File: src/design/riscv_ctrl_pkg.sv
/*
 * RV64I multicycle control package.
 * State, instruction class, trap cause and datapath select encodings,
 * plus the packed structs carried between the control blocks.
 */
package riscv_ctrl_pkg;

    // ------------------------------------------------------------------------
    // state and decode encodings
    // ------------------------------------------------------------------------
    typedef enum logic [3:0] {
        FETCH, DECODE, MEMADDR, MEMREAD, MEMWB, MEMWRITE, EXECUTER,
        EXECUTEI, ALUWB, JAL, BRANCH, LOADI, TRAP
    } t_state;

    typedef enum logic [3:0] {
        LOAD, OP_IMM, JALR, OP_IMM_W, STORE, OP, OP_W,
        BRANCH_C, JAL_C, AUIPC, LUI, SYSTEM, ILLEGAL
    } t_instr_class;

    typedef enum logic [1:0] {NONE, ECALL, EBREAK, MRET} t_sys_kind;

    // major opcodes, bits [6:0].
    localparam logic [6:0] OPC_LOAD     = 7'b0000011;
    localparam logic [6:0] OPC_OP_IMM   = 7'b0010011;
    localparam logic [6:0] OPC_JALR     = 7'b1100111;
    localparam logic [6:0] OPC_OP_IMM_W = 7'b0011011;
    localparam logic [6:0] OPC_STORE    = 7'b0100011;
    localparam logic [6:0] OPC_OP       = 7'b0110011;
    localparam logic [6:0] OPC_OP_W     = 7'b0111011;
    localparam logic [6:0] OPC_BRANCH   = 7'b1100011;
    localparam logic [6:0] OPC_JAL      = 7'b1101111;
    localparam logic [6:0] OPC_AUIPC    = 7'b0010111;
    localparam logic [6:0] OPC_LUI      = 7'b0110111;
    localparam logic [6:0] OPC_SYSTEM   = 7'b1110011;

    // ------------------------------------------------------------------------
    // datapath selects
    // ------------------------------------------------------------------------
    typedef enum logic [2:0] {
        ALU_ADD = 3'd0, ALU_BRANCH = 3'd1, ALU_FUNC = 3'd2, ALU_FUNC_W = 3'd3
    } t_alu_op;

    typedef enum logic [2:0] {
        RES_ALU_OUT  = 3'd0, RES_MEM_DATA = 3'd1, RES_ALU_RESULT = 3'd2,
        RES_IMM      = 3'd3, RES_CSR_DATA = 3'd4, RES_OLD_PC     = 3'd6,
        RES_TRAP_VEC = 3'd7
    } t_result_src;

    typedef logic [1:0] t_alu_src;
    localparam t_alu_src SRC1_PC     = 2'd0;
    localparam t_alu_src SRC1_OLD_PC = 2'd1;
    localparam t_alu_src SRC1_REG    = 2'd2;
    localparam t_alu_src SRC2_REG    = 2'd0;
    localparam t_alu_src SRC2_IMM    = 2'd1;
    localparam t_alu_src SRC2_FOUR   = 2'd2;

    typedef enum logic [2:0] {
        CSR_MTVEC = 3'd3, CSR_MCAUSE = 3'd4, CSR_MEPC = 3'd5
    } t_csr_addr;

    // mcause codes, software interrupt and breakpoint share 3.
    typedef logic [3:0] t_cause;
    localparam t_cause CAUSE_INSTR_MA = 4'd0;
    localparam t_cause CAUSE_ILLEGAL  = 4'd2;
    localparam t_cause CAUSE_BREAK    = 4'd3;
    localparam t_cause CAUSE_LOAD_MA  = 4'd4;
    localparam t_cause CAUSE_STORE_MA = 4'd6;
    localparam t_cause CAUSE_ECALL_M  = 4'd11;
    localparam t_cause CAUSE_M_SOFT   = 4'd3;
    localparam t_cause CAUSE_M_TIMER  = 4'd7;

    // ------------------------------------------------------------------------
    // grouped inputs and outputs
    // ------------------------------------------------------------------------
    typedef struct packed {
        logic [6:0] op;
        logic [2:0] funct3;
        logic       funct7_4;
        logic       instr_20;
    } t_instr_fields;

    typedef struct packed {
        logic stall_instr;
        logic stall_data;
        logic icache_idle;
        logic instr_addr_ma;
        logic load_addr_ma;
        logic store_addr_ma;
        logic illegal_load;
    } t_mem_status;

    typedef struct packed {
        logic timer;
        logic software;
    } t_irq;

    typedef struct packed {
        t_alu_op     alu_op;
        t_result_src result_src;
        t_alu_src    alu_src_1;
        t_alu_src    alu_src_2;
        logic        reg_write_en;
        logic        pc_update;
        logic        instr_write_en;
        logic        branch;
        logic        mem_reg_we;
        logic        reg_mem_addr_we;
        logic        fetch_state;
    } t_dp_ctrl;

    typedef struct packed {
        logic start_i_cache;
        logic start_d_cache;
        logic mem_write_en;
    } t_mem_ctrl;

    typedef struct packed {
        logic      we_1;
        logic      we_2;
        t_csr_addr write_addr_1;
        t_csr_addr write_addr_2;
        t_csr_addr read_addr;
        t_cause    mcause;
        logic      interrupt;
        logic      mret;
    } t_csr_ctrl;

endpackage

File: src/design/instr_decoder.sv
/*
 * Instruction decoder.
 * Maps the major opcode to an instruction class and splits SYSTEM
 * into ecall, ebreak and mret.
 */
`timescale 1ns/100ps

module instr_decoder
    import riscv_ctrl_pkg::*;
(
    input  t_instr_fields i_fields,
    output t_instr_class  o_class,
    output t_sys_kind     o_sys_kind
);

    logic sys_priv; // funct3 zero, privileged encodings only.

    assign sys_priv = (i_fields.funct3 == 3'b000);

    always_comb begin
        case (i_fields.op)
            OPC_LOAD:     o_class = LOAD;
            OPC_OP_IMM:   o_class = OP_IMM;
            OPC_JALR:     o_class = JALR;
            OPC_OP_IMM_W: o_class = OP_IMM_W;
            OPC_STORE:    o_class = STORE;
            OPC_OP:       o_class = OP;
            OPC_OP_W:     o_class = OP_W;
            OPC_BRANCH:   o_class = BRANCH_C;
            OPC_JAL:      o_class = JAL_C;
            OPC_AUIPC:    o_class = AUIPC;
            OPC_LUI:      o_class = LUI;
            // csr access instructions are not supported.
            OPC_SYSTEM:   o_class = sys_priv ? SYSTEM : ILLEGAL;
            default:      o_class = ILLEGAL;
        endcase
    end

    // sub-kind only means something when the class is SYSTEM.
    always_comb begin
        o_sys_kind = NONE;
        if (i_fields.op == OPC_SYSTEM && sys_priv) begin
            if (i_fields.funct7_4) begin
                o_sys_kind = MRET;
            end else if (i_fields.instr_20) begin
                o_sys_kind = EBREAK;
            end else begin
                o_sys_kind = ECALL;
            end
        end
    end

endmodule

File: src/design/trap_ctrl.sv
/*
 * Machine-mode trap unit.
 * Decides trap entry in the current state, picks the mcause code and
 * drives the mcause, mepc and mtvec accesses.
 */
`timescale 1ns/100ps

module trap_ctrl
    import riscv_ctrl_pkg::*;
(
    input  t_state       i_state,
    input  t_instr_class i_class,
    input  t_sys_kind    i_sys_kind,
    input  t_mem_status  i_mem,
    input  t_irq         i_irq,
    output logic         o_trap_take,
    output t_csr_ctrl    o_csr
);

    logic   irq_pend;
    logic   trap;
    logic   is_irq;
    logic   mret;
    t_cause cause;

    // interrupts only land between fetches.
    assign irq_pend = i_mem.icache_idle & (i_irq.timer | i_irq.software);

    always_comb begin
        trap   = 1'b0;
        is_irq = 1'b0;
        mret   = 1'b0;
        cause  = '0;
        case (i_state)
            FETCH: begin
                if (irq_pend) begin
                    trap   = 1'b1;
                    is_irq = 1'b1;
                    cause  = i_irq.timer ? CAUSE_M_TIMER : CAUSE_M_SOFT; // timer first.
                end else if (i_mem.instr_addr_ma) begin
                    trap  = 1'b1;
                    cause = CAUSE_INSTR_MA;
                end
            end
            DECODE: begin
                if (i_class == ILLEGAL) begin
                    trap  = 1'b1;
                    cause = CAUSE_ILLEGAL;
                end else if (i_class == SYSTEM) begin
                    case (i_sys_kind)
                        ECALL:   begin trap = 1'b1; cause = CAUSE_ECALL_M; end
                        EBREAK:  begin trap = 1'b1; cause = CAUSE_BREAK; end
                        MRET:    mret = 1'b1;
                        default: mret = 1'b0;
                    endcase
                end
            end
            MEMREAD: begin
                if (i_mem.illegal_load) begin
                    trap  = 1'b1;
                    cause = CAUSE_ILLEGAL;
                end else if (i_mem.load_addr_ma) begin
                    trap  = 1'b1;
                    cause = CAUSE_LOAD_MA;
                end
            end
            MEMWRITE: begin
                trap  = i_mem.store_addr_ma;
                cause = CAUSE_STORE_MA;
            end
            default: trap = 1'b0;
        endcase
    end

    assign o_trap_take = trap;

    // mcause and mepc are written in the entry cycle.
    assign o_csr.we_1         = trap;
    assign o_csr.we_2         = trap;
    assign o_csr.write_addr_1 = CSR_MCAUSE;
    assign o_csr.write_addr_2 = CSR_MEPC;
    assign o_csr.read_addr    = (i_state == JAL) ? CSR_MEPC : CSR_MTVEC; // mret target.
    assign o_csr.mcause       = trap ? cause : '0;
    assign o_csr.interrupt    = is_irq;
    assign o_csr.mret         = mret;

endmodule

File: src/design/control_fsm.sv
/*
 * Control sequencer.
 * State register and next-state logic of the multicycle core.
 */
`timescale 1ns/100ps

module control_fsm
    import riscv_ctrl_pkg::*;
(
    input  logic         clk,
    input  logic         arst,
    input  t_instr_class i_class,
    input  t_sys_kind    i_sys_kind,
    input  t_mem_status  i_mem,
    input  logic         i_trap_take,
    output t_state       o_state
);

    t_state state;
    t_state next_state;

    always_ff @(posedge clk or posedge arst) begin
        if (arst) begin
            state <= FETCH;
        end else begin
            state <= next_state;
        end
    end

    // ------------------------------------------------------------------------
    // next state
    // ------------------------------------------------------------------------
    always_comb begin
        next_state = state;
        case (state)
            FETCH: begin
                if (i_trap_take)            next_state = TRAP;
                else if (!i_mem.stall_instr) next_state = DECODE;
            end
            DECODE: begin
                if (i_trap_take) begin
                    next_state = TRAP;
                end else begin
                    case (i_class)
                        LOAD, STORE, JALR:  next_state = MEMADDR;
                        OP_IMM, OP_IMM_W:   next_state = EXECUTEI;
                        OP, OP_W:           next_state = EXECUTER;
                        BRANCH_C:           next_state = BRANCH;
                        JAL_C:              next_state = JAL;
                        AUIPC:              next_state = ALUWB; // sum formed in decode.
                        LUI:                next_state = LOADI;
                        SYSTEM:             next_state = (i_sys_kind == MRET) ? JAL : FETCH;
                        default:            next_state = FETCH;
                    endcase
                end
            end
            MEMADDR: begin
                case (i_class)
                    LOAD:    next_state = MEMREAD;
                    STORE:   next_state = MEMWRITE;
                    JALR:    next_state = JAL;
                    default: next_state = FETCH;
                endcase
            end
            MEMREAD: begin
                if (i_trap_take)            next_state = TRAP;
                else if (!i_mem.stall_data) next_state = MEMWB;
            end
            MEMWRITE: begin
                if (i_trap_take)            next_state = TRAP;
                else if (!i_mem.stall_data) next_state = FETCH;
            end
            EXECUTER, EXECUTEI: next_state = ALUWB;
            // mret jumps and is done, jal/jalr still write the link.
            JAL:     next_state = (i_class == SYSTEM) ? FETCH : ALUWB;
            MEMWB, ALUWB, BRANCH, LOADI, TRAP: next_state = FETCH;
            default: next_state = FETCH;
        endcase
    end

    assign o_state = state;

endmodule

File: src/design/datapath_ctrl.sv
/*
 * Datapath control table.
 * Per-state ALU selects, result source, register and PC enables and
 * the cache start strobes, with stall and trap overrides.
 */
`timescale 1ns/100ps

module datapath_ctrl
    import riscv_ctrl_pkg::*;
(
    input  t_state       i_state,
    input  t_instr_class i_class,
    input  t_mem_status  i_mem,
    input  logic         i_trap_take,
    output t_dp_ctrl     o_dp,
    output t_mem_ctrl    o_mem
);

    t_dp_ctrl  dp;
    t_mem_ctrl mem;

    always_comb begin
        dp            = '0;
        dp.alu_op     = ALU_ADD;
        dp.result_src = RES_ALU_OUT;
        dp.alu_src_1  = SRC1_PC;
        dp.alu_src_2  = SRC2_REG;
        mem           = '0;

        case (i_state)
            FETCH: begin
                dp.result_src     = RES_ALU_RESULT; // pc + 4.
                dp.alu_src_2      = SRC2_FOUR;
                dp.fetch_state    = 1'b1;
                dp.instr_write_en = !i_mem.stall_instr;
                dp.pc_update      = !i_mem.stall_instr;
                mem.start_i_cache = 1'b1;
            end
            DECODE: begin
                // branch and jump target, old pc + imm.
                dp.alu_src_1 = SRC1_OLD_PC;
                dp.alu_src_2 = SRC2_IMM;
            end
            MEMADDR: begin
                dp.alu_src_1       = SRC1_REG;
                dp.alu_src_2       = SRC2_IMM;
                dp.result_src      = RES_ALU_RESULT;
                dp.reg_mem_addr_we = 1'b1;
            end
            MEMREAD: begin
                dp.alu_src_1      = SRC1_REG;
                dp.alu_src_2      = SRC2_IMM;
                dp.mem_reg_we     = !i_mem.stall_data;
                mem.start_d_cache = 1'b1;
            end
            MEMWB: begin
                dp.result_src   = RES_MEM_DATA;
                dp.reg_write_en = 1'b1;
            end
            MEMWRITE: begin
                dp.alu_src_1      = SRC1_REG;
                dp.alu_src_2      = SRC2_IMM;
                dp.mem_reg_we     = !i_mem.stall_data;
                mem.start_d_cache = 1'b1;
                mem.mem_write_en  = !i_mem.stall_data;
            end
            EXECUTER: begin
                dp.alu_src_1 = SRC1_REG;
                dp.alu_src_2 = SRC2_REG;
                dp.alu_op    = (i_class == OP_W) ? ALU_FUNC_W : ALU_FUNC;
            end
            EXECUTEI: begin
                dp.alu_src_1 = SRC1_REG;
                dp.alu_src_2 = SRC2_IMM;
                dp.alu_op    = (i_class == OP_IMM_W) ? ALU_FUNC_W : ALU_FUNC;
            end
            ALUWB: dp.reg_write_en = 1'b1;
            JAL: begin
                // link value old pc + 4, target from alu out or mepc.
                dp.alu_src_1  = SRC1_OLD_PC;
                dp.alu_src_2  = SRC2_FOUR;
                dp.pc_update  = 1'b1;
                dp.result_src = (i_class == SYSTEM) ? RES_CSR_DATA : RES_ALU_OUT;
            end
            BRANCH: begin
                dp.alu_src_1 = SRC1_REG;
                dp.alu_src_2 = SRC2_REG;
                dp.alu_op    = ALU_BRANCH;
                dp.branch    = 1'b1;
            end
            LOADI: begin
                dp.result_src   = RES_IMM;
                dp.reg_write_en = 1'b1;
            end
            TRAP: begin
                dp.result_src = RES_TRAP_VEC; // mtvec.
                dp.pc_update  = 1'b1;
            end
            default: dp.fetch_state = 1'b0;
        endcase

        // trap entry, old pc goes to mepc and nothing else commits.
        if (i_trap_take) begin
            dp.result_src     = RES_OLD_PC;
            dp.pc_update      = 1'b0;
            dp.instr_write_en = 1'b0;
            dp.mem_reg_we     = 1'b0;
            mem               = '0;
        end
    end

    assign o_dp  = dp;
    assign o_mem = mem;

endmodule

File: src/design/riscv_control.sv
/*
 * RV64I multicycle control unit, top level.
 * Connects the decoder, trap unit, sequencer and datapath control table.
 */
`timescale 1ns/100ps

module riscv_control
    import riscv_ctrl_pkg::*;
(
    input  logic          clk,
    input  logic          arst,
    input  t_instr_fields i_fields,
    input  t_mem_status   i_mem,
    input  t_irq          i_irq,
    output t_dp_ctrl      o_dp,
    output t_mem_ctrl     o_mem,
    output t_csr_ctrl     o_csr
);

    t_instr_class instr_class;
    t_sys_kind    sys_kind;
    t_state       state;
    logic         trap_take;

    instr_decoder u_decoder (
        .i_fields   (i_fields),
        .o_class    (instr_class),
        .o_sys_kind (sys_kind)
    );

    trap_ctrl u_trap (
        .i_state     (state),
        .i_class     (instr_class),
        .i_sys_kind  (sys_kind),
        .i_mem       (i_mem),
        .i_irq       (i_irq),
        .o_trap_take (trap_take),
        .o_csr       (o_csr)
    );

    control_fsm u_fsm (
        .clk         (clk),
        .arst        (arst),
        .i_class     (instr_class),
        .i_sys_kind  (sys_kind),
        .i_mem       (i_mem),
        .i_trap_take (trap_take),
        .o_state     (state)
    );

    datapath_ctrl u_dp (
        .i_state     (state),
        .i_class     (instr_class),
        .i_mem       (i_mem),
        .i_trap_take (trap_take),
        .o_dp        (o_dp),
        .o_mem       (o_mem)
    );

endmodule

File: config.mk
export PLATFORM = sky130hd
export DESIGN_NAME = riscv_control
export DESIGN_NICKNAME = d
export VERILOG_FILES = /design/src/design/riscv_ctrl_pkg.sv /design/src/design/instr_decoder.sv /design/src/design/trap_ctrl.sv /design/src/design/control_fsm.sv /design/src/design/datapath_ctrl.sv /design/src/design/riscv_control.sv
export SDC_FILE = /design/constraint.sdc
export NUM_CORES = 1
export LEC_CHECK = 0
export BUFFER_PORTS_ARGS = -buffer_cell sky130_fd_sc_hd__buf_2
export CAP_MARGIN = 20
export CELL_PAD_IN_SITES_DETAIL_PLACEMENT = 2
export CELL_PAD_IN_SITES_GLOBAL_PLACEMENT = 2
export CORE_ASPECT_RATIO = 1.5
export CORE_MARGIN = 10
export CORE_UTILIZATION = 27
export DETAILED_ROUTE_END_ITERATION = 7
export GPL_TIMING_DRIVEN = 1
export PLACE_DENSITY_LB_ADDON = 0.2
export SYNTH_ARGS = -nofsm -noshare
export SYNTH_HDL_FRONTEND = slang
export SYNTH_HIERARCHICAL = 1
export SYNTH_SLANG_ARGS = --single-unit
File: constraint.sdc
create_clock -name clk -period 5 [get_ports clk]
set_clock_uncertainty 0.15 [all_clocks]
set_input_delay 0.25 -clock clk [delete_from_list [all_inputs] [get_ports clk]]
set_output_delay 0.25 -clock clk [all_outputs]
set_load 0.01 [all_outputs]
==> flow_metrics.env, run 1 <==
export IMPL_status="completed"
export IMPL_end_kind="primary output"
export IMPL_yosysTopAreaCell="dfrtp_1"
export IMPL_io_pins=60
export IMPL_cts_buffers=3
export IMPL_drt_initial_drc_count=87
export IMPL_synth_flop_cell="dfrtp_1"
export IMPL_largest_register_ffs=4
export IMPL_finalSetupViolCount=0
export IMPL_synth_area_per_cell_um2=6.981
export IMPL_p_sw_uw=331.9
export IMPL_start_kind="input port"
export IMPL_grt_pass1_wl_um=9128
export IMPL_finish_utilization_pct=33.13
export IMPL_num_antenna_cells=0
export IMPL_pwr_share_seq_pct=9.8
export IMPL_worst_pin_slew_ns=0.6702
export IMPL_synthMuxAreaShare_pct=2.218
export IMPL_yosys_register_bits=4
export IMPL_hold_viol=0
export IMPL_path_class="input port to primary output"
export IMPL_period_needed_ns=3.585
export IMPL_relSlewSlack_pct=55.21
export IMPL_fin_tns_setup_ns=0
export IMPL_critical_path_arrival_ns=3.18
export IMPL_min_period_over_period_pct=71.70
export IMPL_synth_edf_count=0
export IMPL_maxCapViolCount=0
export IMPL_clockPowerShare_pct=10.9
export IMPL_cts_tree="yes"
export IMPL_path_clk_slew_ns=0.03
export IMPL_synth_cell_types=65
export IMPL_cp_required_ns=4.60
export IMPL_route_detailed_drc=0
export IMPL_crit_fanout=20
export IMPL_globalplace_congestion=0.7594
export IMPL_dpl_hpwl_um=4338
export IMPL_p_int_uw=281.7
export IMPL_timing_fmax_ghz=0.2790
export IMPL_vias_per_cell=5.257
export IMPL_start_util_pct=27.51
export IMPL_syn_cell_area_um2=1410
export IMPL_yosysTopAreaCellShare_pct=7.098
export IMPL_wl_um=5479
export IMPL_root_buffer="clkbuf_8"
export IMPL_instances_no_fill=311
export IMPL_final_common_cell="buf_2"
export IMPL_area_delta_synth_final_pct=20.41
export IMPL_rsz0062_at_grt="no"
export IMPL_hold_path_class="input port to register"
export IMPL_cts_buffer_depth=2
export IMPL_die_height_um=108.5
export IMPL_ir_drop_v=0.00008636
export IMPL_synth_top_family_by_area="simple AND/OR/NAND/NOR gates"
export IMPL_grtUsageTotal_pct=12.67
export IMPL_slew_violations=0
export IMPL_synth_cells=202
export IMPL_fin_nets=270
export IMPL_cts_repair_resized=0
export IMPL_grt_pass1_vias=1779
export IMPL_pwr_share_comb_pct=79.2
export IMPL_fin_ws_ns=1.415
export IMPL_synthXorXnorAreaFrac_pct=3.727
export IMPL_pre_cts_ws_ns=1.249
export IMPL_synth_compound_area_share_pct=27.42
export IMPL_clock_latency_ns=0.21
export IMPL_grt_max_degree=28
export IMPL_dp_cells=307
export IMPL_core_um2=5125
export IMPL_synthSimpleGateAreaFrac_pct=40.02
export IMPL_yosys_top_cells_area="dfrtp_1, buf_4, nor2_1"
export IMPL_rows=32
export IMPL_antenna_found_initial=0
export IMPL_power_total_uw=613.6
export IMPL_synthAdderAreaFrac_pct=2.573
export IMPL_drive_gt1_share_pct=31.28
export IMPL_p_leak_uw=0.0007762
export IMPL_grt_ovfl_total=0
export IMPL_cts_setup_buffers=0
export IMPL_dieArea_um2=8573
export IMPL_switching_share_pct=54.09
export IMPL_async_flop_share_pct=100.0
export IMPL_ys_seq_area_share_pct=7.098
export IMPL_ys_warn_count=6
export IMPL_cts_num_sinks=4
export IMPL_ant_nets=0
export IMPL_vias=1635
export IMPL_wl_per_cell_um=17.62
export IMPL_final_cell_mix="buf_2, nor2_1, inv_1"
export IMPL_die_w_um=79.01
export IMPL_pwr_density_cell_nw_per_um2=361.4
export IMPL_htree_levels=1
export IMPL_port_buffers=51
export IMPL_drt_pass1_iter_count=4
[metrics by stage]
step	cell area (µm²)	hold WS (ns)
after global placement	1647	-0.008437
after CTS	1698	0.2364
final	1698	0.2466
after detailed placement	1647	-0.007289
after floorplan	1429	-0.1339
after global routing	1698	0.2539
[final cells by class]
cell class,instances,area [µm²]
inverters,16,60.06
well taps,68,85.08
fillers,674,3427
repair buffers,58,310.3
flip-flops and latches,4,100.1
clock buffers,3,41.29
multi-input cells,162,1101
[worst paths after layout]
check	slack [ns]	end	cells after the start	start
max	1.42	o_mem[0]	13	i_fields[7]
min	0.25	u_fsm/o_state[1]$_DFFE_PP0P_	3	i_mem[5]
max reg2reg	1.89	u_fsm/o_state[2]$_DFFE_PP0P_	9	u_fsm/o_state[0]$_DFFE_PP0P_
min reg2reg	0.76	u_fsm/o_state[1]$_DFFE_PP0P_	3	u_fsm/o_state[0]$_DFFE_PP0P_
max in group asynchronous	4.21	u_fsm/o_state[1]$_DFFE_PP0P_	3	arst
min in group asynchronous	0.34	u_fsm/o_state[0]$_DFFE_PP0P_	3	arst
[power by group through the flow]
stage               registers [µW]  clock network (µW)  logic (µW)
floorplan                     67.6                   0         342
global placement              60.1                   0         484
detailed placement            60.3                   0         495
CTS                           60.5                69.0         498
global route                  63.0                72.5         544
finish                        60.4                67.1         486
[what timing repair did]
| action | in CTS | in global routing |
|---|---|---|
| endpoints found under the setup margin | 0 | 0 |
| endpoints found under the hold margin | 4 | 0 |
| hold buffers | 1 | 0 |
[metal layers]
layer | vias to the layer above | part of all wire, % | track usage [%]
li1 | 799 | - | -
met4 | 0 | 0.091 | 1.928
met2 | 36 | 58 | 25.38
met3 | 2 | 3.9 | 2.159
met1 | 798 | 38 | 13.37
met5 | - | 0 | 0
[logic make-up (layout without fill, tap and decap cells)]
logic type | Yosys count | after routing
multiplexers | 3 | 3
adder cells (fa/ha/maj) | 3 | 3
XOR/XNOR | 6 | 6
AO/OA/AOI/OAI | 53 | 53
flip-flops | 4 | 4
AND/OR/NAND/NOR | 89 | 89
other | 3 | 8
buffers and inverters | 41 | 77
[worst max-delay path: stages]
cell,delay (ns)
buf_2,0.15
nand2b_4,0.16
nor3b_2,0.23
nand4bb_1,0.15
nor2_1,0.21
inv_1,0.07
ha_1,0.29
o32ai_1,0.34
a41oi_2,0.25
nand2_1,0.58
nor2_1,0.13
and4_1,0.23
buf_2,0.14
[synthesized netlist by cell type, types with 6 or more instances]
master / n
a21oi_1: 12
buf_4: 12
inv_1: 16
nand2_1: 11
nand2b_1: 7
nand3b_1: 6
nor2_1: 19
nor3_1: 7
xor2_1: 6
Note: power is estimated with default switching activity, not from simulation.
==> run 2: changes to the inputs <==
--- a/config.mk
+++ b/config.mk
@@ -11,7 +11,7 @@
 export CELL_PAD_IN_SITES_GLOBAL_PLACEMENT = 2
 export CORE_ASPECT_RATIO = 1.5
 export CORE_MARGIN = 10
-export CORE_UTILIZATION = 27
+export CORE_UTILIZATION = 23
 export DETAILED_ROUTE_END_ITERATION = 7
 export GPL_TIMING_DRIVEN = 1
 export PLACE_DENSITY_LB_ADDON = 0.2
==> constraint.sdc (replaced) <==
create_clock -name clk -period 2.9 [get_ports clk]
set_clock_uncertainty 0.15 [all_clocks]
set_input_delay 0.145 -clock clk [delete_from_list [all_inputs] [get_ports clk]]
set_output_delay 0.145 -clock clk [all_outputs]
set_load 0.01 [all_outputs]
==> flow_metrics.env, run 2 (synthesis gave the netlist of run 1 again) <==
export IMPL_core_um2=5871
export IMPL_vias_per_cell=5.167
export IMPL_grt_max_degree=31
export IMPL_num_antenna_cells=0
export IMPL_drive_gt1_share_pct=38.40
export IMPL_path_clk_slew_ns=0.03
export IMPL_start_util_pct=24.02
export IMPL_antenna_found_initial=0
export IMPL_period_needed_ns=2.698
export IMPL_cp_required_ns=2.84
export IMPL_timing_fmax_ghz=0.3706
export IMPL_dp_cells=328
export IMPL_ant_nets=0
export IMPL_cts_num_sinks=4
export IMPL_p_leak_uw=0.0008819
export IMPL_drt_pass1_iter_count=4
export IMPL_finalSetupViolCount=0
export IMPL_port_buffers=51
export IMPL_use_met1_pct=10.79
export IMPL_final_common_cell="buf_2"
export IMPL_fin_ws_ns=0.2016
export IMPL_grt_ovfl_total=0
export IMPL_place_area_um2=1788
export IMPL_cpPeakStageDelay_ns=0.31
export IMPL_cts_tree="yes"
export IMPL_maxCapViolCount=0
export IMPL_met2_usage_pct=23.99
export IMPL_slew_violations=0
export IMPL_clock_latency_ns=0.21
export IMPL_die_height_um=115.9
export IMPL_die_w_um=83.93
export IMPL_largest_register_ffs=4
export IMPL_pwr_density_cell_nw_per_um2=630.6
export IMPL_ir_drop_v=0.0001423
export IMPL_status="completed"
export IMPL_hold_path_class="input port to register"
export IMPL_grt_met3_usage_pct=1.264
export IMPL_io_pins=60
export IMPL_pre_cts_ws_ns=-0.06400
export IMPL_grt_pass1_wl_um=9335
export IMPL_vias=1731
export IMPL_dpl_hpwl_um=4658
export IMPL_wl_um=5621
export IMPL_grtUsageTotal_pct=11.18
export IMPL_globalplace_congestion=0.7436
export IMPL_slowest_stage="ha_1"
export IMPL_area_delta_synth_final_pct=33.45
export IMPL_timing_hold_ws_ns=0.1538
export IMPL_top_usage_layer="met2"
export IMPL_min_period_over_period_pct=93.05
export IMPL_critical_path_arrival_ns=2.64
export IMPL_cts_buffers=3
export IMPL_instances_no_fill=335
export IMPL_grt_pass1_vias=1890
export IMPL_cts_buffer_depth=2
export IMPL_start_kind="input port"
export IMPL_route_detailed_drc=0
export IMPL_end_kind="register"
export IMPL_dieArea_um2=9727
export IMPL_root_buffer="clkbuf_8"
export IMPL_power_total_uw=1187
export IMPL_crit_fanout=4
export IMPL_rows=34
export IMPL_postLayoutCellArea_um2=1882
export IMPL_hold_viol=0
export IMPL_fin_nets=290
export IMPL_htree_levels=1
export IMPL_final_cell_mix="buf_2, buf_4, nor2_1"
export IMPL_path_class="input port to register"
export IMPL_drt_initial_drc_count=52
export IMPL_wl_per_cell_um=16.78
export IMPL_path_cells="buf_2 -> nand2b_4 -> nor3b_4 -> nand4bb_1 -> nor2_2 -> inv_1 -> ha_1 -> o32ai_2 -> a41oi_2 -> nand2_2 -> buf_4 -> and4b_1 -> o31ai_2 -> o211ai_1 -> mux2_2"
## run 2: worst max-delay path, delay by kind of cell
kind / cells / cell delay [ns]
compound gates: 4 / 0.62
simple gates: 6 / 0.97
buf+inv: 3 / 0.32
mux: 1 / 0.27
fa+ha+maj: 1 / 0.31
## run 2: area by class of cell
type | instances | area, µm²
flip-flops and latches | 4 | 100.1
clock buffers | 3 | 41.29
repair buffers | 78 | 460.4
fillers | 738 | 3989
inverters | 16 | 60.06
multi-input cells | 162 | 1130
well taps | 72 | 90.09
## run 2: worst paths after layout
check | end | slack [ns] | start | cells past startpoint
min in group asynchronous | u_fsm/o_state[1]$_DFFE_PP0P_ | 0.21 | arst | 3
worst max-delay path | u_fsm/o_state[2]$_DFFE_PP0P_ | 0.20 | i_fields[7] | 15
worst min-delay path | u_fsm/o_state[1]$_DFFE_PP0P_ | 0.15 | i_mem[5] | 3
worst min register to register | u_fsm/o_state[3]$_DFFE_PP0P_ | 0.80 | u_fsm/o_state[3]$_DFFE_PP0P_ | 4
worst max register to register | u_fsm/o_state[2]$_DFFE_PP0P_ | 0.54 | u_fsm/o_state[2]$_DFFE_PP0P_ | 9
max in group asynchronous | u_fsm/o_state[2]$_DFFE_PP0P_ | 2.23 | arst | 3
## run 2: repair_timing
| action | 4_1_cts | 5_1_grt |
|---|---|---|
| hold buffers | 1 | 0 |
| resized for setup | 0 | 4 |
| endpoints found under the setup margin | 0 | 11 |
| setup buffers | 0 | 3 |
| hold endpoints to repair | 4 | 0 |
## run 2: power breakdown
group	leakage [µW]	internal, µW	switching [µW]	total [µW]
clock	0.0000216	88.1	24.8	113
combinational	0.000807	429	540	970
sequential	0.0000532	72.0	32.0	104
total	0.000882	589	597	1190
## run 2: routing by layer
layer	vias to the layer above	share of wire (%)
met2	32	60
met4	0	0.82
met5	-	0
li1	835	-
met3	4	3.1
met1	860	36
## run 2: through the flow
| step | TNS (ns) | util [%] |
|---|---|---|
| detailed placement | -0.1188 | 30.46 |
| CTS | 0 | 31.33 |
| global route | -0.0006382 | 32.05 |
| finish | 0 | 32.05 |
| global placement | -0.007727 | 30.46 |
| floorplan | 0 | - |
==> run 3: changes to the inputs <==
--- a/config.mk
+++ b/config.mk
@@ -14,7 +14,7 @@
 export CORE_UTILIZATION = 23
 export DETAILED_ROUTE_END_ITERATION = 7
 export GPL_TIMING_DRIVEN = 1
-export PLACE_DENSITY_LB_ADDON = 0.2
+export PLACE_DENSITY = 0.8
 export SYNTH_ARGS = -nofsm -noshare
 export SYNTH_HDL_FRONTEND = slang
 export SYNTH_HIERARCHICAL = 1
==> flow_metrics.env, run 3 (synthesis gave the netlist of run 1 again) <==
export IMPL_pre_cts_ws_ns=-0.05007
export IMPL_finish_utilization_pct=31.12
export IMPL_fin_nets=282
export IMPL_fin_tns_setup_ns=0
export IMPL_root_buffer="clkbuf_8"
export IMPL_area_delta_synth_final_pct=29.55
export IMPL_final_common_cell="buf_2"
export IMPL_finalSetupViolCount=0
export IMPL_vias=1716
export IMPL_period_needed_ns=2.773
export IMPL_dp_cells=323
export IMPL_status="completed"
export IMPL_multi_input_area_um2=1135
export IMPL_wl_per_cell_um=17.60
export IMPL_rows=34
export IMPL_path_class="input port to primary output"
export IMPL_start_util_pct=24.02
export IMPL_final_cell_mix="buf_2, buf_4, nor2_1"
export IMPL_timing_fmax_ghz=0.3606
export IMPL_grt_pass1_wl_um=9639
export IMPL_maxCapViolCount=0
export IMPL_ant_nets=0
export IMPL_drt_pass1_iter_count=4
export IMPL_instances_no_fill=327
export IMPL_dieArea_um2=9727
export IMPL_pwr_density_cell_nw_per_um2=613.7
export IMPL_drive_gt1_share_pct=36.86
export IMPL_hold_path_class="input port to register"
export IMPL_port_buffers=51
export IMPL_vias_per_cell=5.248
export IMPL_io_pins=60
export IMPL_end_kind="primary output"
export IMPL_htree_levels=1
export IMPL_slew_violations=0
export IMPL_start_kind="input port"
export IMPL_dpl_hpwl_um=4681
export IMPL_crit_fanout=9
export IMPL_largest_register_ffs=4
export IMPL_cts_tree="yes"
export IMPL_cts_buffer_depth=2
export IMPL_clock_latency_ns=0.22
export IMPL_fin_ws_ns=0.1266
export IMPL_cts_buffers=3
export IMPL_critical_path_arrival_ns=2.48
export IMPL_drt_initial_drc_count=79
export IMPL_grt_ovfl_total=0
export IMPL_path_clk_slew_ns=0.03
export IMPL_cts_num_sinks=4
export IMPL_globalplace_congestion=0.8222
export IMPL_die_height_um=115.9
export IMPL_route_detailed_drc=0
export IMPL_die_w_um=83.93
export IMPL_num_antenna_cells=0
export IMPL_ff_latch_area_um2=100.1
export IMPL_grtUsageTotal_pct=11.55
export IMPL_hold_viol=0
export IMPL_min_period_over_period_pct=95.63
export IMPL_fill_cells=722
export IMPL_wl_um=5755
export IMPL_grt_max_degree=31
export IMPL_grt_pass1_vias=1950
export IMPL_p_leak_uw=0.0008443
export IMPL_rsz0062_at_grt="yes"
export IMPL_core_um2=5871
export IMPL_antenna_found_initial=0
export IMPL_cp_required_ns=2.61
export IMPL_ir_drop_v=0.0001554
[run 3: path summary, 6_finish.rpt]
path,start,end,slack (ns),depth (start not counted)
setup / recovery,i_fields[7],o_mem[0],0.13,13
hold / removal,i_mem[5],u_fsm/o_state[0]$_DFFE_PP0P_,0.16,3
setup reg to reg,u_fsm/o_state[1]$_DFFE_PP0P_,u_fsm/o_state[2]$_DFFE_PP0P_,0.56,7
hold reg to reg,u_fsm/o_state[3]$_DFFE_PP0P_,u_fsm/o_state[0]$_DFFE_PP0P_,0.92,3
max in group asynchronous,arst,u_fsm/o_state[2]$_DFFE_PP0P_,2.24,3
min in group asynchronous,arst,u_fsm/o_state[3]$_DFFE_PP0P_,0.20,3
[run 3: layout make-up]
class | count | area share, %
clock buffers | 3 | 2.260
multi-input cells | 162 | 62.12
inverters | 16 | 3.288
flip-flops and latches | 4 | 5.479
repair buffers | 70 | 21.92
well taps | 72 | 4.932
[run 3: report_power, final]
group	switching, µW	internal [µW]
Sequential	31.7	72.0
Combinational	522	374
Clock	32.4	88.8
Total	586	535
[run 3: worst max-delay path, stage by stage]
cell and delay, ns:
buf_2 0.11, nand2b_4 0.14, nor3b_4 0.23, nand4bb_1 0.17, a21oi_1 0.23, ha_1 0.30, o32ai_2 0.29, a41oi_2 0.17
nand2_2 0.14, buf_4 0.17, nor2_1 0.05, and4_1 0.19, buf_2 0.14
[run 3: through the flow]
step	total power [µW]	area [µm²]	hold slack, ns
global placement	976.2	1750	-0.1198
detailed placement	1004	1750	-0.1099
floorplan	713.1	1439	-0.2389
finish	1121	1827	0.1578
global route	1240	1827	0.1921
CTS	1131	1802	0.1537
[run 3: per-layer routing]
metal	vias up	GRT usage, %	share of wire, %
met3	12	1.756	3.6
met2	44	23.48	56
met1	838	10.99	38
met5	-	0	0
met4	0	5.263	3.0
li1	822	-	-
[run 3: what timing repair did]
item,CTS,global route
gates resized for setup,0,5
buffers inserted,0,0
setup endpoints to repair,0,10
hold buffers,1,0
endpoints found under the hold margin,4,0
